File: src/moving_avg_regs_pkg.sv
// Register map of the moving-average block
// Bus widths, register addresses, decode enums and reset values

`default_nettype none

package moving_avg_regs_pkg;

  //----------------------------------------------------------
  // Control bus
  //----------------------------------------------------------

  localparam int CTRL_ADDR_W = 20;
  localparam int CTRL_DATA_W = 32;

  // Byte addresses of the two registers
  localparam logic [CTRL_ADDR_W-1:0] REG_SUM_LENGTH_ADDR = CTRL_ADDR_W'(0);
  localparam logic [CTRL_ADDR_W-1:0] REG_DIVISOR_ADDR    = CTRL_ADDR_W'(4);

  // Decoded register index
  typedef enum logic [1:0] {
    REG_SUM_LENGTH = 2'd0,
    REG_DIVISOR    = 2'd1,
    REG_UNKNOWN    = 2'd3
  } reg_idx_e;

  // Bus operation seen in one cycle
  typedef enum logic [1:0] {
    OP_IDLE  = 2'd0,
    OP_WRITE = 2'd1,
    OP_READ  = 2'd2
  } ctrl_op_e;

  //----------------------------------------------------------
  // Register fields
  //----------------------------------------------------------

  // Window length, 1 to 255 samples
  localparam int SUM_LENGTH_W = 8;
  localparam logic [SUM_LENGTH_W-1:0] SUM_LENGTH_RESET = SUM_LENGTH_W'(10);

  // Divisor, zero never stored
  localparam int DIVISOR_W = 24;
  localparam logic [DIVISOR_W-1:0] DIVISOR_RESET = DIVISOR_W'(10);

endpackage

`default_nettype wire

File: src/moving_avg_data_pkg.sv
// Datapath definitions of the moving-average block
// Sample and sum widths, history depth and divider states

`default_nettype none

package moving_avg_data_pkg;

  //----------------------------------------------------------
  // Widths
  //----------------------------------------------------------

  // Signed width of each I and Q part
  localparam int SAMPLE_W = 16;

  // History depth, also the largest window
  localparam int MAX_SUM_LENGTH = 255;
  localparam int HIST_ADDR_W    = $clog2(MAX_SUM_LENGTH);

  // Signed running sum, 255 full-scale samples fit
  localparam int SUM_W = 24;

  // Unsigned quotient magnitude before saturation
  localparam int QUOT_W = SUM_W;

  //----------------------------------------------------------
  // Divider
  //----------------------------------------------------------

  // One quotient bit per iteration
  localparam int DIV_CYCLES = 24;

  typedef enum logic [1:0] {
    DIV_IDLE = 2'd0,
    DIV_BUSY = 2'd1,
    DIV_HOLD = 2'd2
  } div_state_e;

endpackage

`default_nettype wire

File: src/iq_stream_if.sv
// Stream of I/Q window sums from the running sum to the divider
// Ready/valid handshake with a last flag

`timescale 1ns/10ps
`default_nettype none

interface iq_stream_if
  import moving_avg_data_pkg::*;
();

  // Payload
  logic signed [SUM_W-1:0] sum_i;
  logic signed [SUM_W-1:0] sum_q;
  logic                    last;

  // Handshake
  logic                    valid;
  logic                    ready;

  // Sum producer
  modport src (output sum_i, output sum_q, output last, output valid, input ready);

  // Divider side
  modport snk (input sum_i, input sum_q, input last, input valid, output ready);

endinterface

`default_nettype wire

File: src/moving_avg_divide.sv
// Divider stage of the moving-average block
// Restoring divide of both sums, sign restore, saturation and output register

`timescale 1ns/10ps
`default_nettype none

module moving_avg_divide
  import moving_avg_data_pkg::*;
  import moving_avg_regs_pkg::*;
(
  input  wire                        ce_clk,
  input  wire                        rst_n,
  iq_stream_if.snk                   sums,
  input  wire [DIVISOR_W-1:0]        divisor,
  // Averaged output stream
  output logic signed [SAMPLE_W-1:0] out_i,
  output logic signed [SAMPLE_W-1:0] out_q,
  output logic                       out_last,
  output logic                       out_valid,
  input  wire                        out_ready
);

  localparam int                CNT_W     = $clog2(DIV_CYCLES);
  localparam logic [CNT_W-1:0]  LAST_ITER = CNT_W'(DIV_CYCLES - 1);
  localparam logic [QUOT_W-1:0] POS_LIMIT = QUOT_W'(2**(SAMPLE_W-1) - 1);
  localparam logic [QUOT_W-1:0] NEG_LIMIT = QUOT_W'(2**(SAMPLE_W-1));

  div_state_e                    state;
  logic [CNT_W-1:0]              cnt;
  logic [DIVISOR_W-1:0]          dvsr;
  logic [DIVISOR_W-1:0]          rem_i, rem_q;
  logic [QUOT_W-1:0]             quo_i, quo_q;
  logic [QUOT_W-1:0]             abs_i, abs_q;
  logic [QUOT_W-1:0]             fin_i, fin_q;
  logic [DIVISOR_W+QUOT_W-1:0]   step_i, step_q;
  logic                          neg_i, neg_q, last_r;
  logic                          out_free, done;

  // One restoring step, dividend bits shift out as quotient bits shift in
  function automatic logic [DIVISOR_W+QUOT_W-1:0] div_step(
    input logic [DIVISOR_W-1:0] rem,
    input logic [QUOT_W-1:0]    quo,
    input logic [DIVISOR_W-1:0] dvs
  );
    logic [DIVISOR_W:0] trial;
    logic [DIVISOR_W:0] diff;
    trial = {rem, quo[QUOT_W-1]};
    diff  = trial - {1'b0, dvs};
    if (trial >= {1'b0, dvs}) begin
      return {diff[DIVISOR_W-1:0], quo[QUOT_W-2:0], 1'b1};
    end
    return {trial[DIVISOR_W-1:0], quo[QUOT_W-2:0], 1'b0};
  endfunction

  // Apply the sign, then clamp to the 16-bit signed range
  function automatic logic signed [SAMPLE_W-1:0] sat_sign(
    input logic [QUOT_W-1:0] mag,
    input logic              neg
  );
    logic signed [SAMPLE_W-1:0] res;
    if (neg) begin
      if (mag > NEG_LIMIT) begin
        res = {1'b1, {(SAMPLE_W-1){1'b0}}};
      end else begin
        res = -signed'(mag[SAMPLE_W-1:0]);
      end
    end else if (mag > POS_LIMIT) begin
      res = {1'b0, {(SAMPLE_W-1){1'b1}}};
    end else begin
      res = signed'(mag[SAMPLE_W-1:0]);
    end
    return res;
  endfunction

  //----------------------------------------------------------
  // Datapath
  //----------------------------------------------------------

  // Magnitudes, truncation toward zero comes from dividing these
  assign abs_i = sums.sum_i[SUM_W-1] ? -sums.sum_i : sums.sum_i;
  assign abs_q = sums.sum_q[SUM_W-1] ? -sums.sum_q : sums.sum_q;

  assign step_i = div_step(rem_i, quo_i, dvsr);
  assign step_q = div_step(rem_q, quo_q, dvsr);

  // Last iteration hands its quotient straight to the output
  assign fin_i = (state == DIV_BUSY) ? step_i[QUOT_W-1:0] : quo_i;
  assign fin_q = (state == DIV_BUSY) ? step_q[QUOT_W-1:0] : quo_q;

  assign sums.ready = (state == DIV_IDLE);
  assign out_free   = !out_valid || out_ready;
  assign done       = (state == DIV_BUSY && cnt == LAST_ITER) || state == DIV_HOLD;

  //----------------------------------------------------------
  // Control FSM
  //----------------------------------------------------------

  always_ff @(posedge ce_clk) begin
    if (!rst_n) begin
      state     <= DIV_IDLE;
      cnt       <= '0;
      out_valid <= 1'b0;
    end else begin
      if (out_valid && out_ready) begin
        out_valid <= 1'b0;
      end
      case (state)
        DIV_IDLE: begin
          if (sums.valid) begin
            state <= DIV_BUSY;
            cnt   <= '0;
          end
        end
        DIV_BUSY: begin
          cnt <= cnt + 1'b1;
          if (cnt == LAST_ITER) begin
            state <= out_free ? DIV_IDLE : DIV_HOLD;
          end
        end
        DIV_HOLD: begin
          if (out_free) begin
            state <= DIV_IDLE;
          end
        end
        default: state <= DIV_IDLE;
      endcase
      if (done && out_free) begin
        out_valid <= 1'b1;
      end
    end
  end

  // Working registers and output payload
  always_ff @(posedge ce_clk) begin
    if (state == DIV_IDLE && sums.valid) begin
      rem_i  <= '0;
      rem_q  <= '0;
      quo_i  <= abs_i;
      quo_q  <= abs_q;
      neg_i  <= sums.sum_i[SUM_W-1];
      neg_q  <= sums.sum_q[SUM_W-1];
      // Divisor captured per item so a later write cannot disturb it
      dvsr   <= divisor;
      last_r <= sums.last;
    end else if (state == DIV_BUSY) begin
      rem_i <= step_i[DIVISOR_W+QUOT_W-1 -: DIVISOR_W];
      rem_q <= step_q[DIVISOR_W+QUOT_W-1 -: DIVISOR_W];
      quo_i <= step_i[QUOT_W-1:0];
      quo_q <= step_q[QUOT_W-1:0];
    end
    if (done && out_free) begin
      out_i    <= sat_sign(fin_i, neg_i);
      out_q    <= sat_sign(fin_q, neg_q);
      out_last <= last_r;
    end
  end

endmodule

`default_nettype wire

File: src/flat_wrapper.sv
// flat-port wrapper written by rule: the top's interface ports become plain ports
module moving_avg_divide_flat import moving_avg_data_pkg::*; import moving_avg_regs_pkg::*;
  (ce_clk, rst_n, divisor, out_i, out_q, out_last, out_valid, out_ready, sums_sum_i, sums_sum_q, sums_last, sums_valid, sums_ready);
  iq_stream_if sums_i ();
  input  wire ce_clk;
  input  wire rst_n;
  input  wire [DIVISOR_W-1:0] divisor;
  output logic signed [SAMPLE_W-1:0] out_i;
  output logic signed [SAMPLE_W-1:0] out_q;
  output logic out_last;
  output logic out_valid;
  input  wire out_ready;
  input wire logic [$bits(sums_i.sum_i)-1:0] sums_sum_i;
  input wire logic [$bits(sums_i.sum_q)-1:0] sums_sum_q;
  input wire logic [$bits(sums_i.last)-1:0] sums_last;
  input wire logic [$bits(sums_i.valid)-1:0] sums_valid;
  output wire logic [$bits(sums_i.ready)-1:0] sums_ready;
  assign sums_i.sum_i = sums_sum_i;
  assign sums_i.sum_q = sums_sum_q;
  assign sums_i.last = sums_last;
  assign sums_i.valid = sums_valid;
  assign sums_ready = sums_i.ready;
  moving_avg_divide u_core (.ce_clk(ce_clk), .rst_n(rst_n), .sums(sums_i), .divisor(divisor), .out_i(out_i), .out_q(out_q), .out_last(out_last), .out_valid(out_valid), .out_ready(out_ready));
endmodule
File: config.mk
export PLATFORM = sky130hd
export DESIGN_NAME = moving_avg_divide_flat
export DESIGN_NICKNAME = d
export VERILOG_FILES = /design/src/moving_avg_regs_pkg.sv /design/src/moving_avg_data_pkg.sv /design/src/iq_stream_if.sv /design/src/moving_avg_divide.sv /design/src/flat_wrapper.sv
export SDC_FILE = /design/constraint.sdc
export NUM_CORES = 1
export LEC_CHECK = 0
export BUFFER_PORTS_ARGS = -buffer_cell sky130_fd_sc_hd__buf_4
export CORE_MARGIN = 3
export CORE_UTILIZATION = 67
export CTS_BUF_LIST = sky130_fd_sc_hd__clkbuf_4
export CTS_CLUSTER_SIZE = 10
export DETAILED_ROUTE_END_ITERATION = 8
export PLACE_DENSITY = 0.89
export REMOVE_ABC_BUFFERS = 1
export SYNTH_ARGS = -nofsm -noshare
export SYNTH_HDL_FRONTEND = slang
export SYNTH_SLANG_ARGS = --single-unit
File: constraint.sdc
create_clock -name ce_clk -period 9 [get_ports ce_clk]
set_clock_uncertainty 0.05 [all_clocks]
set_input_delay 1.8 -clock ce_clk [delete_from_list [all_inputs] [get_ports ce_clk]]
set_output_delay 1.8 -clock ce_clk [all_outputs]
set_load 0.02 [all_outputs]
==> Implementation_results.wiki <==
{| class="wikitable"
! Metric !! Value
|-
| Area occupied by registers || 3880 sq um
|-
| Worst setup timing slack at the placement stage || 4140 ps
|-
| Antenna violation net count after detailed routing || 0
|-
| Setup repair after global routing missed its margin || no
|-
| WL/cell || 17.3 um
|-
| Number of buffers added to fix hold violations after cts || 0
|-
| Combined area of all synthesized cells || 11,000 sq um
|-
| Chip height || 134 um
|-
| Final worst path period share || 55.8%
|-
| Clk sinks || 164
|-
| Data arrival at the endpoint of the critical path || 5430 ps
|-
| Tightest Hold Check Type || reg -> reg
|-
| Max-cap violation count || 0
|-
| Clock input transition at the sequential cells of the worst setup and hold paths || 160 ps
|-
| Fraction of post-synthesis cell area in the top cell type by area || 19.0%
|-
| Clock tree from TritonCTS || done
|-
| Layout Utilization || 76.3%
|-
| Ranking of synthesized cells by instance count || nand2_1 (173), nor2_1 (108), dfxtp_1 (104), a21oi_1 (102), o21ai_0 (82)
|-
| Post-detailed-route DRC marker count || 0
|-
| Multi-input combinational cell area || 6640 sq um
|-
| Count of cell types in the netlist || 87
|-
| Measured slew at the worst slew-check pin || 1080 ps
|-
| Post-DP HPWL || 19.8 mm
|-
| Die outline area || 17,900 sq um
|-
| Sw Share || 43.5%
|-
| Post-Synthesis Mean Instance Area || 8.41 sq um
|-
| Maximum clock rate || 0.199 GHz
|-
| Total congestion overflow after global routing || 0
|-
| Number of H-tree levels || 4
|-
| Filler Cells Inserted || 1,172
|-
| Fin cells || 1,606
|-
| Status || finished clean
|-
| Layout net count || 1,508
|-
| Port bufs || 111
|-
| Via-per-instance ratio || 6.37
|-
| Final worst setup slack || 3970 ps
|-
| Final hold slack || 391 ps
|-
| TritonCTS buffer count || 17
|-
| Most frequent cell after synthesis || nand2_1
|-
| Overall fraction of global-route tracks in use || 30.5%
|-
| Count of mapped cells out of synthesis || 1,303
|-
| Maximum number of pins on one net before global-route repair || 77
|-
| Fraction of final layout cells with drive strength greater than 1 || 13.5%
|-
| Initial antenna violation count || 1
|-
| Leakage power of the design || 4.99 nW
|-
| Accumulated negative setup slack || 0 ps
|-
| Root buffer cell || clkbuf_4
|-
| Detailed-route via count || 10,200
|-
| Row count || 46
|-
| Maximum fanout along the worst path || 44
|-
| Power share of the sequential group || 36.0%
|-
| Starting utilization of the core area || 68.7%
|-
| EDFF count, synth || 60
|-
| Cell Int Power || 0.00166 W
|-
| Area of the core region || 15,900 sq um
|-
| Synth top area cells || dfxtp_1 (19%), edfxtp_1 (16%), ha_1 (6.1%)
|-
| Critical path capture point type || flop
|-
| Power density of the placed cells || 241 nW/um^2
|-
| Worst-case vdd ir drop || 0.000250 V
|-
| Io pins || 112
|-
| Clock tree buffer depth || 2
|-
| Switching power || 0.00127 W
|-
| Data required time at the worst endpoint || 9400 ps
|-
| Final-report setup violation count || 0
|-
| Worst max-slew margin expressed relative to the limit || 27.8%
|-
| Clock network fraction of design power || 16.1%
|-
| Area overhead of the layout relative to synthesis || 11.0%
|-
| Placed cells || 1,573
|-
| Source-to-sink clock delay at the later pin of the worst-skew pair || 600 ps
|-
| Worst setup path class || reg -> reg
|-
| Die Width || 134 um
|-
| Count of instances resized after the clock tree is built || 0
|-
| Number of violations reported at the end of detailed-routing iteration 0 || 1,065
|-
| Cell type with the highest aggregate area in the netlist || dfxtp_1
|-
| Total of warnings raised by yosys || 0
|-
| Fin. max-slew vios || 0
|-
| Global placement routability congestion || 0.989
|-
| First-pass iteration count of the detailed router || 5
|-
| Share of synthesized area occupied by flip-flops and latches || 35.4%
|-
| Final routed wirelength across all metal layers || 27.9 mm
|-
| Flip-flop cell with the highest count after synthesis || dfxtp_1
|-
| Vias in the first global route || 9,621
|-
| Final hold violations || 0
|-
| Async S/R FF share, synth || 0%
|-
| Combinational Power Share || 47.9%
|-
| Synth Register Bits || 164
|-
| Number of buffers added for setup after CTS || 0
|-
| Global-route wire length before repair || 45.4 mm
|-
| Final Critical Period || 5030 ps
|-
| Kind of start point of the critical path || flop
|}
[critical path, cell delays in order (launching register included)]
cell and delay (ps):
edfxtp_1 380, inv_1 100, ha_1 290, and4_1 240
and3_1 190, a211oi_1 220, o21ai_0 120, a211o_1 390
nor2_4 750, nand2_1 100, o21ai_0 170, ha_1 280
nand3b_1 180, nor4_2 400, a21o_1 170, and2_1 360
nor2_1 120, a41o_1 220, a21oi_1 100
[logic make-up (layout without fill, tap and decap cells)]
family                     after synthesis  in the layout  synth area share [%]
other                                    0              1                     0
AOI/OAI and AO/OA                      390            390                  23.8
buffers and inverters                  111            197                  4.18
muxes                                   46             46                  4.27
and+or+nand+nor                        466            466                  20.2
adders and majority gates               55             55                  6.42
DFF                                    164            164                  35.4
xor gates and xnor gates                71             71                  5.68
[per-layer routing]
layer  up-vias  wire length (um)  track usage [%]
met4         0               756             11.3
met3        65              2060             5.63
met5         -                 0                0
met2       448             13300             49.7
met1      4808             11800             40.8
li1       4915                 -                -
[cell usage in the layout (no fill, tap or decap), drive strengths merged, types with 9 or more instances in the layout]
| master | n |
|---|---|
| a21o | 28 |
| o31ai | 23 |
| mux2i | 40 |
| and3 | 17 |
| a22o | 13 |
| o21ai | 93 |
| o21a | 15 |
| nor3 | 31 |
| a31oi | 23 |
| dfxtp | 104 |
| edfxtp | 60 |
| nand2 | 173 |
| nor2b | 15 |
| buf | 119 |
| nor2 | 110 |
| o211ai | 9 |
| nand2b | 12 |
| nand4 | 13 |
| xor2 | 21 |
| nor4 | 15 |
| a21oi | 103 |
| inv | 52 |
| clkbuf | 17 |
| a211oi | 17 |
| xnor2 | 50 |
| ha | 53 |
| nand3 | 33 |
[registers in the layout, indices dropped and copies added (netlist names)]
signal	flops
u_core.cnt	5
u_core.dvsr	24
u_core.last_r	1
u_core.neg_i	1
u_core.neg_q	1
u_core.out_i	16
u_core.out_last	1
u_core.out_q	16
u_core.out_valid	1
u_core.quo_i	24
u_core.quo_q	24
u_core.rem_i	24
u_core.rem_q	24
u_core.state	2
[power groups by stage]
stage | clock network (W) | registers (W) | logic, W
after floorplan | 0 | 0.00103 | 0.00108
after global placement | 0 | 0.00106 | 0.00133
after detailed placement | 0 | 0.00107 | 0.00137
after CTS | 0.000473 | 0.00105 | 0.00138
after global routing | 0.000501 | 0.00107 | 0.00156
final | 0.000473 | 0.00106 | 0.00140
[through the flow]
| step | total power [W] | area (sq um) |
|---|---|---|
| after floorplan | 0.00211 | 10700 |
| after global placement | 0.00238 | 11900 |
| after detailed placement | 0.00244 | 11900 |
| after CTS | 0.00291 | 12200 |
| after global routing | 0.00314 | 12200 |
| final | 0.00293 | 12200 |
[cell type report]
class                   instances  area share, %
inverters                      46           1.42
diodes                          1         0.0206
repair buffers                119           7.35
clock buffers                  17           1.05
clock inverters                15           1.38
well taps                     216           2.22
multi-input cells            1028           54.6
flip-flops and latches        164           31.9
[final timing paths]
| kind | startpoint | endpoint | slack [ps] | cells after the start |
|---|---|---|---|---|
| worst max-delay path | u_core.dvsr[17] | u_core.out_i[3] | 3970 | 18 |
| worst min-delay path | u_core.last_r | u_core.out_last | 390 | 0 |
| worst max register to register | u_core.dvsr[17] | u_core.out_i[3] | 3970 | 18 |
| worst min register to register | u_core.last_r | u_core.out_last | 390 | 0 |
Note: power is estimated with default switching activity, not from simulation.
