[config.mk]
export PLATFORM = sky130hd
export DESIGN_NAME = moving_avg_regs
export DESIGN_NICKNAME = d
export VERILOG_FILES = /design/src/moving_avg_regs_pkg.sv /design/src/moving_avg_regs.sv
export SDC_FILE = /design/constraint.sdc
export NUM_CORES = 1
export LEC_CHECK = 0
export ABC_AREA = 1
export BUFFER_PORTS_ARGS = -buffer_cell sky130_fd_sc_hd__buf_2
export CORE_MARGIN = 3
export CORE_UTILIZATION = 41
export CTS_CLUSTER_DIAMETER = 60
export DETAILED_ROUTE_END_ITERATION = 10
export GPL_ROUTABILITY_DRIVEN = 0
export GPL_TIMING_DRIVEN = 0
export PLACE_DENSITY = 0.85
export SYNTH_ARGS = -nofsm -noshare
export SYNTH_HDL_FRONTEND = slang
export SYNTH_SLANG_ARGS = --single-unit
export TNS_END_PERCENT = 50
[constraint.sdc]
create_clock -name ce_clk -period 1.12 [get_ports ce_clk]
set_input_delay 0.224 -clock ce_clk [delete_from_list [all_inputs] [get_ports ce_clk]]
set_output_delay 0.224 -clock ce_clk [all_outputs]
set_load 0.02 [all_outputs]
[src/moving_avg_regs_pkg.sv]
// Register map of the moving-average block
// Bus widths, register addresses, decode enums and reset values

`default_nettype none

package moving_avg_regs_pkg;

  //----------------------------------------------------------
  // Control bus
  //----------------------------------------------------------

  localparam int CTRL_ADDR_W = 20;
  localparam int CTRL_DATA_W = 32;

  // Byte addresses of the two registers
  localparam logic [CTRL_ADDR_W-1:0] REG_SUM_LENGTH_ADDR = CTRL_ADDR_W'(0);
  localparam logic [CTRL_ADDR_W-1:0] REG_DIVISOR_ADDR    = CTRL_ADDR_W'(4);

  // Decoded register index
  typedef enum logic [1:0] {
    REG_SUM_LENGTH = 2'd0,
    REG_DIVISOR    = 2'd1,
    REG_UNKNOWN    = 2'd3
  } reg_idx_e;

  // Bus operation seen in one cycle
  typedef enum logic [1:0] {
    OP_IDLE  = 2'd0,
    OP_WRITE = 2'd1,
    OP_READ  = 2'd2
  } ctrl_op_e;

  //----------------------------------------------------------
  // Register fields
  //----------------------------------------------------------

  // Window length, 1 to 255 samples
  localparam int SUM_LENGTH_W = 8;
  localparam logic [SUM_LENGTH_W-1:0] SUM_LENGTH_RESET = SUM_LENGTH_W'(10);

  // Divisor, zero never stored
  localparam int DIVISOR_W = 24;
  localparam logic [DIVISOR_W-1:0] DIVISOR_RESET = DIVISOR_W'(10);

endpackage

`default_nettype wire

[src/moving_avg_regs.sv]
// Register file of the moving-average block
// Decodes bus requests, holds sum_length and divisor, flags a window restart

`timescale 1ns/10ps
`default_nettype none

module moving_avg_regs
  import moving_avg_regs_pkg::*;
(
  input  wire                     ce_clk,
  input  wire                     rst_n,
  // Bus request
  input  wire                     ctrl_req_wr,
  input  wire                     ctrl_req_rd,
  input  wire [CTRL_ADDR_W-1:0]   ctrl_req_addr,
  input  wire [CTRL_DATA_W-1:0]   ctrl_req_data,
  // Bus response
  output logic                    ctrl_resp_ack,
  output logic [CTRL_DATA_W-1:0]  ctrl_resp_data,
  // Settings to the datapath
  output logic [SUM_LENGTH_W-1:0] sum_length,
  output logic [DIVISOR_W-1:0]    divisor,
  output logic                    clear
);

  ctrl_op_e                op;
  reg_idx_e                idx;
  logic [SUM_LENGTH_W-1:0] wr_len;
  logic [DIVISOR_W-1:0]    wr_div;

  //----------------------------------------------------------
  // Request decode
  //----------------------------------------------------------

  // Write wins if both strobes were ever high
  always_comb begin
    if (ctrl_req_wr) begin
      op = OP_WRITE;
    end else if (ctrl_req_rd) begin
      op = OP_READ;
    end else begin
      op = OP_IDLE;
    end
  end

  always_comb begin
    case (ctrl_req_addr)
      REG_SUM_LENGTH_ADDR: idx = REG_SUM_LENGTH;
      REG_DIVISOR_ADDR:    idx = REG_DIVISOR;
      default:             idx = REG_UNKNOWN;
    endcase
  end

  // Fields taken from the low bits of the write data
  assign wr_len = ctrl_req_data[SUM_LENGTH_W-1:0];
  assign wr_div = ctrl_req_data[DIVISOR_W-1:0];

  //----------------------------------------------------------
  // Registers and response
  //----------------------------------------------------------

  always_ff @(posedge ce_clk) begin
    if (!rst_n) begin
      sum_length     <= SUM_LENGTH_RESET;
      divisor        <= DIVISOR_RESET;
      ctrl_resp_ack  <= 1'b0;
      ctrl_resp_data <= '0;
      clear          <= 1'b0;
    end else begin
      // Ack one cycle after any request
      ctrl_resp_ack  <= (op != OP_IDLE);
      ctrl_resp_data <= '0;
      clear          <= 1'b0;
      case (op)
        OP_WRITE: begin
          // Zero values are dropped
          if (idx == REG_SUM_LENGTH && wr_len != '0) begin
            sum_length <= wr_len;
            // New length restarts the window
            clear      <= 1'b1;
          end
          if (idx == REG_DIVISOR && wr_div != '0) begin
            divisor <= wr_div;
          end
        end
        OP_READ: begin
          case (idx)
            REG_SUM_LENGTH: ctrl_resp_data <= CTRL_DATA_W'(sum_length);
            REG_DIVISOR:    ctrl_resp_data <= CTRL_DATA_W'(divisor);
            default:        ctrl_resp_data <= '0;
          endcase
        end
        default: ;
      endcase
    end
  end

endmodule

`default_nettype wire

==> run metrics, run 1 <==
status finished clean; core area 5642 sq um; I/O pins between 100 and 150; Int Power ~3400 uW; crit path max-delay cell type dfxtp_1; distinct cell type count after synthesis 21; top-count cell post-synth nor2_1; Area Growth Syn to Fin 50.28%; Initial Utilization 0.4327; critical path cell sequence buf_4; Die Ht a little over 80 um; GRT Util Overall 0.1980; share of layout cells above drive strength 1 0.4391; CTS tree built; startpoint types flop; Yosys reg bits between 50 and 60; worst hold path class in2reg; clock buffer depth 2; IO Port Bufs around 100; CP max stage delay between 0.3 and 0.4 ns; FF+latch area between 1000 and 1500 sq um; Yosys Warn Count 0; Max Cap Violations 0; Peak VDD IR between 0.7 and 0.8 mV; number of global-route vias before repair 2,442; achievable clock frequency about 0.91 GHz; mean routed wirelength per cell around 13 um; DR DRC count 0; Synth area leader dfxtp_1; Seq/Total Area, Yosys 0.4757; number of nets with antenna violations after routing 0; sequential share of power 0.470; most common library cells after synthesis nor2_1 (83), nand2_1 (67), dfxtp_1 (58); via count 2,487; EDFF count, synth 0; First-pass DRT Iterations 4; drt first-iter violations about 100; WP data arrival between 0.8 and 0.9 ns; Crit path required time 0.90 ns; Buf/Inv on CP 1; NumNets Final 511; count of endpoints failing setup in the final report 0; min Tclk post-route around 1.1 ns; Tot Pwr 4398 uW; Cell Area, Synth 2441 sq um; Pleak between 0.0015 and 0.002 uW; Hold Violations, Final 0; CP delay by family, top flip-flops; Ant. Diodes 0; sw frac 0.2361; Sw Pwr 1038 uW; Logic pwr share 0.085; detailed placer's ending HPWL 5.054 mm; cell row count 27; CTS Root Cell clkbuf_8; Clk pwr share 0.446; Post-Route WL 6.922 mm; Synth Instances 328; largest net degree at the start of global routing 11; setup repair after global routing missed its margin true; CTS buffer count 9; ys async rst share 0; Setup CP Type reg2out; Final Slew Violations 0; CTS sink cnt 58; Worst-Skew Late Latency ~0.34 ns; first-pass GRT wire length 11.08 mm; crit share post-route 0.9790; Pwr Density 1199 nW/um^2; area of the multi-input gates around 1200 sq um; Crit Path Max Fanout 3; initial antenna violation count 0; skew final roughly 0.0067 ns; DR vias/cell 4.675; gr ovfl total 0; Avg Cell Area, Syn between 7 and 8 sq um; CTS clk-pin slew, worst paths roughly 0.07 ns; Final Util 0.6503; FILL cells between 400 and 500; die width between 80 and 90 um; Worst Setup End Kind primary output; post-synth top area share 0.4757; ranking of synthesized cells by area dfxtp_1 (48%), nor2_1 (13%), nand2_1 (10%); Top FF cell, synth dfxtp_1; die area ~6900 sq um; H-tree levels 3
==> kinds of logic (layout without fill, tap and decap cells) <==
group,Yosys count,in the layout,share of synthesized area
and+or+nand+nor,208,208,0.3834
AOI/OAI and AO/OA,8,8,0.02563
buffers and inverters,53,178,0.1138
DFF,58,58,0.4757
other,1,8,0.001536
==> layout make-up <==
class                           count  share of cell area
Buffer                             23             0.05014
Clock buffer                       11             0.04127
Clock inverter                      5             0.01432
Inverter                           30             0.03274
Multi-Input combinational cell    224              0.3356
Sequential cell                    58              0.3179
Tap cell                           72             0.02456
Timing Repair Buffer              109              0.1835
==> sequential cells by signal, indices dropped and copies added (netlist names) <==
signal          cells
clear               1
ctrl_resp_ack       1
ctrl_resp_data     24
divisor            24
sum_length          8
==> stage by stage <==
step           instances  cell area [sq um]  hold WS (ns)  TNS (ns)  setup slack [ns]
2_1_floorplan        335               2609        0.3372    -1.060          -0.04260
3_3_place_gp         511               3219        0.4687    -13.61           -0.3245
3_5_place_dp         511               3219        0.4680    -15.67           -0.3641
4_1_cts              527               3431        0.1208         0         0.0008814
5_1_grt              532               3669        0.1441   -0.3814          -0.05259
6_report             532               3669        0.1362         0           0.02352
==> layer usage <==
metal	vias up	wire, um	track usage	share of wire
li1	1254	-	-	-
met5	-	0	0	0
met4	0	80	0.07578	0.012
met3	11	671	0.07440	0.097
met1	1124	2681	0.2224	0.39
met2	98	3489	0.3389	0.50
==> power by group through the flow <==
stage | clock (uW) | combinational [uW] | sequential, uW
3_3_place_gp | 0 | 312 | 2110
2_1_floorplan | 0 | 179 | 2110
4_1_cts | 1980 | 324 | 2070
3_5_place_dp | 0 | 319 | 2110
6_report | 1960 | 372 | 2070
5_1_grt | 2090 | 407 | 2060
==> cell usage in the layout (no fill, tap or decap), drive strengths merged, types with 3 or more instances in the layout <==
cell type,netlist,layout
nor2,87,87
nor3b,16,16
conb,1,8
clkinv,1,3
clkbuf,2,13
a21oi,8,8
buf,21,130
inv,29,30
dfxtp,58,58
nand4,3,3
nand3,34,34
nand2,67,67
==> timing repair <==
item	4_1_cts	5_1_grt
gates resized for setup	3	60
endpoints found under the setup margin	9	62
pin swaps	0	27
hold buffers	0	0
setup buffers	0	4
cloned	0	1
==> worst paths after layout <==
kind | startpoint | slack (ns) | endpoint | cells past startpoint
hold reg to reg | sum_length[3] | 0.48 | ctrl_resp_data[3] | 2
setup reg to reg | divisor[19] | 0.44 | ctrl_resp_data[19] | 1
hold / removal | ctrl_req_data[3] | 0.14 | divisor[3] | 3
setup / recovery | sum_length[5] | 0.02 | sum_length[5] | 1
No activity file was read; power rests on OpenSTA's default activity.
==> run 2: changes to the inputs <==
- CORE_MARGIN: 3 -> unset
==> run 2 against run 1 <==
Compared with the run above:
- power increased by 0.34%
- clock-buffer cell count grew 3
- clock skew shrank 0.0018 ns
- critical endpoint is now divisor[1]
- critical path type unchanged
- sequential share of layout area shrank 0.082 points
- die area decreased by 9.4%
- clock power is essentially flat
- flip-flop and latch count unchanged
- via count grew 2.3%
- cell count up 0.56%
- global-route usage up 1.7 points
==> run metrics, run 2 (synthesis results as in run 1) <==
Hold Violations, Final 0; Logic pwr share 0.088; Initial Utilization 0.4353; Area after DPL around 3200 sq um; H-tree levels 3; NumNets Final roughly 510; IO Port Bufs between 100 and 150; CTS Root Cell clkbuf_8; number of nets with antenna violations after routing 0; Tot Pwr approximately 4400 uW; sequential share of power 0.468; die width 79.16 um; worst hold path class in2reg; crit share post-route 0.9920; most frequent cells in the layout buf_2 (95), nor2_1 (69), dfxtp_1 (58); setup repair after global routing missed its margin true; achievable clock frequency between 0.9 and 1 GHz; DR vias/cell 4.755; share of layout cells above drive strength 1 0.4363; CTS buffer count 9; CP endpoint divisor[1]; gr ovfl total 0; clock buffer depth 2; Int Power between 3000 and 4000 uW; FF-to-FF Start sum_length[1]; Sw Pwr slightly above 1000 uW; most common cell after layout, fill and taps aside buf_2; Max Cap Violations 0; largest net degree at the start of global routing 11; die area about 6300 sq um; number of global-route vias before repair around 2,300; crit path max-delay cell type dfxtp_1; Slew @ Worst Pin about 0.52 ns; critical path depth in cells 1; top flop regs ctrl_resp_data (24), divisor (24), sum_length (8); worst reg2reg endpoint ctrl_resp_data[1]; worst-case reg-to-reg path depth 2; hold path depth 3; status finished clean; CTS clk-pin slew, worst paths approximately 0.060 ns; Worst Setup SP divisor[1]; detailed placer's ending HPWL between 4 and 5 mm; Pwr Density about 1200 nW/um^2; cell row count 27; GRT Util Overall 0.2150; min Tclk post-route around 1.1 ns; critical path cell sequence buf_2; initial antenna violation count 0; I/O pins between 100 and 150; drt first-iter violations 157; via count ~2,500; Slew HR 0.6514; CTS tree built; Final Cell Area between 3000 and 4000 sq um; fin cells about 540; Die Ht roughly 79 um; DR DRC count 0; Area Growth Syn to Fin 50.03%; Worst Setup End Kind primary output; WP data arrival around 0.9 ns; sw frac 0.2336; final worst slack approximately 0.0089 ns; CTS sink cnt 58; FILL cells between 400 and 500; core area 5608 sq um; area of the multi-input gates between 1000 and 1500 sq um; First-pass DRT Iterations 4; skew final about 0.0049 ns; CP max stage delay ~0.36 ns; Worst-Skew Late Latency between 0.3 and 0.4 ns; Pleak about 0.0018 uW; Clk pwr share 0.444; Crit path required time roughly 0.9 ns; Post-Route WL about 6.8 mm; mean routed wirelength per cell between 10 and 15 um; count of endpoints failing setup in the final report 0; Inst Count DP between 500 and 600; Ant. Diodes 0; Setup CP Type reg2out; FF+latch area between 1000 and 1500 sq um; Buf/Inv on CP 1; Crit Path Max Fanout 3; post-placement worst setup slack -0.3356 ns; Peak VDD IR ~0.65 mV; Post-CTS Hold Buffers 0; register-to-register path setup slack 0.46 ns; Final Slew Violations 0; CP delay by family, top flip-flops; first-pass GRT wire length 10.27 mm; startpoint types flop
[run 2: how the worst min path moves through the flow]
| stage | start | to | slack, ns |
|---|---|---|---|
| 2_1_floorplan | ctrl_req_data[1] | divisor[1] | 0.34 |
| 3_3_place_gp | ctrl_req_rd | ctrl_resp_ack | 0.46 |
| 3_5_place_dp | ctrl_req_rd | ctrl_resp_ack | 0.47 |
| 4_1_cts | ctrl_req_rd | ctrl_resp_ack | 0.12 |
| 5_1_grt | ctrl_req_rd | ctrl_resp_ack | 0.15 |
| 6_report | ctrl_req_rd | ctrl_resp_ack | 0.12 |
[run 2: what timing repair did]
action                     in CTS  in global routing
resized for setup               2                 49
setup endpoints to repair       2                 51
cloned                          0                  3
pin swaps                       0                 19
buffers inserted                0                  5
[run 2: power by group through the flow]
stage | registers [uW] | logic (uW) | clock network [uW]
3_5_place_dp | 2110 | 320 | 0
2_1_floorplan | 2110 | 179 | 0
6_report | 2070 | 390 | 1960
4_1_cts | 2070 | 321 | 1970
5_1_grt | 2060 | 425 | 2060
3_3_place_gp | 2110 | 311 | 0
[run 2: final cells by class]
type                            instances  area share
Tap cell                               72     0.02460
Clock buffer                           14     0.04441
Buffer                                 23     0.05159
Clock inverter                          2    0.009566
Multi-Input combinational cell        224      0.3358
Sequential cell                        58      0.3170
Inverter                               30     0.03280
Timing Repair Buffer                  112      0.1841
[run 2: metrics by stage]
step | util | hold slack, ns | TNS (ns)
global placement | 0.5741 | 0.4636 | -13.18
CTS | 0.6102 | 0.1244 | 0
global route | 0.6531 | 0.1525 | -0.6175
detailed placement | 0.5741 | 0.4679 | -14.82
finish | 0.6531 | 0.1239 | 0
floorplan | - | 0.3372 | -1.060
[run 2: routing by layer]
| metal | vias up | global-route usage | part of all wire |
|---|---|---|---|
| met5 | - | 0 | 0 |
| met4 | 0 | 0.1164 | 0.022 |
| met3 | 14 | 0.04483 | 0.074 |
| met2 | 111 | 0.3612 | 0.49 |
| met1 | 1164 | 0.2548 | 0.41 |
| li1 | 1255 | - | - |
==> run 3: changes to the inputs <==
- GPL_TIMING_DRIVEN: 0 -> 1
- RECOVER_POWER: unset -> 25
==> run 3 against run 2 <==
Compared with the run above:
- global-route usage shrank 1.3 points
- power shrank 9.5%
- critical path depth is the same
- largest cell class unchanged
- highest routed layer unchanged
==> run metrics, run 3 (synthesis results as in run 1) <==
status finished clean; Hold Path End ctrl_resp_ack; initial antenna violation count 0; Final Cell Area ~3600 sq um; crit path max-delay cell type dfxtp_1; Initial Utilization 0.4353; FILL cells between 400 and 500; register-to-register path setup slack about 0.47 ns; Max Used Layer met4; CTS Root Cell clkbuf_8; Setup CP Type reg2out; I/O pins 122; most frequent cells in the layout buf_2 (87), nor2_1 (73), nand2_1 (61); CTS buffer count 9; core area about 5600 sq um; crit share post-route 0.9867; gr ovfl total 0; most common cell after layout, fill and taps aside buf_2; wl on met1 ~2.7 mm; DR DRC count 0; FF+latch area roughly 1200 sq um; top flop regs ctrl_resp_data (24), divisor (24), sum_length (8); IO Port Bufs ~110; CTS sink cnt 58; cell row count 27; Post-Route WL 6.236 mm; WP data arrival ~0.88 ns; worst-case reg-to-reg path depth 2; hold path start ctrl_req_rd; skew final roughly 0.0051 ns; CP max stage delay roughly 0.4 ns; Hold Violations, Final 0; Area Growth Syn to Fin 46.49%; area of the multi-input gates around 1200 sq um; worst hold path class in2reg; GRT Util Overall 0.2019; clock buffer depth 2; Ant. Diodes 0; Worst Setup End Kind primary output; number of nets with antenna violations after routing 0; Fin Hold WS approximately 0.16 ns; Final Slew Violations 0; wire length on met2 between 3 and 4 mm; number of global-route vias before repair 2,181; critical path cell sequence buf_4; die area approximately 6300 sq um; DR vias/cell 4.606; FF-to-FF Start divisor[2]; Peak VDD IR between 0.5 and 0.6 mV; Buf/Inv on CP 1; Crit Path Max Fanout 3; largest net degree at the start of global routing 23; Die Ht slightly below 80 um; CTS clk-pin slew, worst paths approximately 0.06 ns; Post-CTS Hold Buffers 0; drt first-iter violations between 100 and 150; hold path depth 3; first-pass GRT wire length 9.535 mm; die width 79.16 um; min Tclk post-route ~1.1 ns; detailed placer's ending HPWL around 4.6 mm; count of endpoints failing setup in the final report 0; First-pass DRT Iterations 4; Final Util 0.6377; metal3 WL 422 um; Inst Count DP roughly 510; Worst-Skew Late Latency 0.33 ns; worst reg2reg endpoint ctrl_resp_data[2]; Setup TNS 0 ns; Area after DPL 3299 sq um; startpoint types flop; fin cells roughly 530; CTS tree built; via count roughly 2,400; H-tree levels 3; Max Cap Violations 0; Pleak about 0.0017 uW; mean routed wirelength per cell roughly 12 um; Pwr Density ~1100 nW/um^2; share of layout cells above drive strength 1 0.4227; Crit path required time around 0.9 ns; CP delay by family, top flip-flops; NumNets Final around 500; achievable clock frequency just over 0.9 GHz
==> run 3: final cells by class <==
class	instances	share of cell area
multi-input cells	224	0.3317
flip-flops and latches	58	0.3251
repair buffers	133	0.2404
clock buffers	10	0.03849
inverters	30	0.03359
well taps	72	0.02519
clock inverters	4	0.005598
==> run 3: through the flow <==
| step | total power, uW | worst slack, ns |
|---|---|---|
| floorplan | 2294 | -0.04260 |
| global placement | 2439 | -0.2675 |
| detailed placement | 2445 | -0.3165 |
| global route | 4158 | -0.0003466 |
| CTS | 4017 | 0.003324 |
| finish | 3993 | 0.01486 |
==> run 3: worst max-delay path by stage <==
stage | endpoint | startpoint | slack (ns) | cells past startpoint
finish | divisor[2] | divisor[2] | 0.01 | 1
global route | sum_length[7] | ctrl_req_addr[11] | -0.0003 | 10
detailed placement | divisor[23] | ctrl_req_data[22] | -0.32 | 10
floorplan | sum_length[5] | ctrl_req_addr[13] | -0.04 | 9
CTS | sum_length[2] | sum_length[2] | 0.003 | 1
global placement | divisor[19] | ctrl_req_data[18] | -0.27 | 10
==> run 3: worst reg2reg max path: cells and delay by family, from the launching register on <==
family,cells,cell delay (ns)
DFF,1,0.39
AOI/OAI and AO/OA,1,0.11
and+or+nand+nor,1,0.09
==> run 3: repair_timing <==
| action | 4_1_cts | 5_1_grt |
|---|---|---|
| setup buffers | 0 | 1 |
| resized for setup | 1 | 20 |
| hold endpoints to repair | 0 | 0 |
| pin swaps | 0 | 3 |
| endpoints found under the setup margin | 1 | 37 |
| gates cloned | 0 | 3 |
==> run 3: report_power, final <==
part | internal (uW) | switching [uW] | leakage [uW]
Sequential | 2070 | 0.633 | 0.000468
Clock | 820 | 762 | 0.0000875
Combinational | 144 | 201 | 0.00116
Total | 3030 | 963 | 0.00171
==> run 3: routing by layer <==
| metal | vias up | global-route usage |
|---|---|---|
| met1 | 1087 | 0.2319 |
| met2 | 94 | 0.3388 |
| met3 | 13 | 0.04713 |
| met5 | - | 0 |
| li1 | 1252 | - |
| met4 | 0 | 0.1218 |
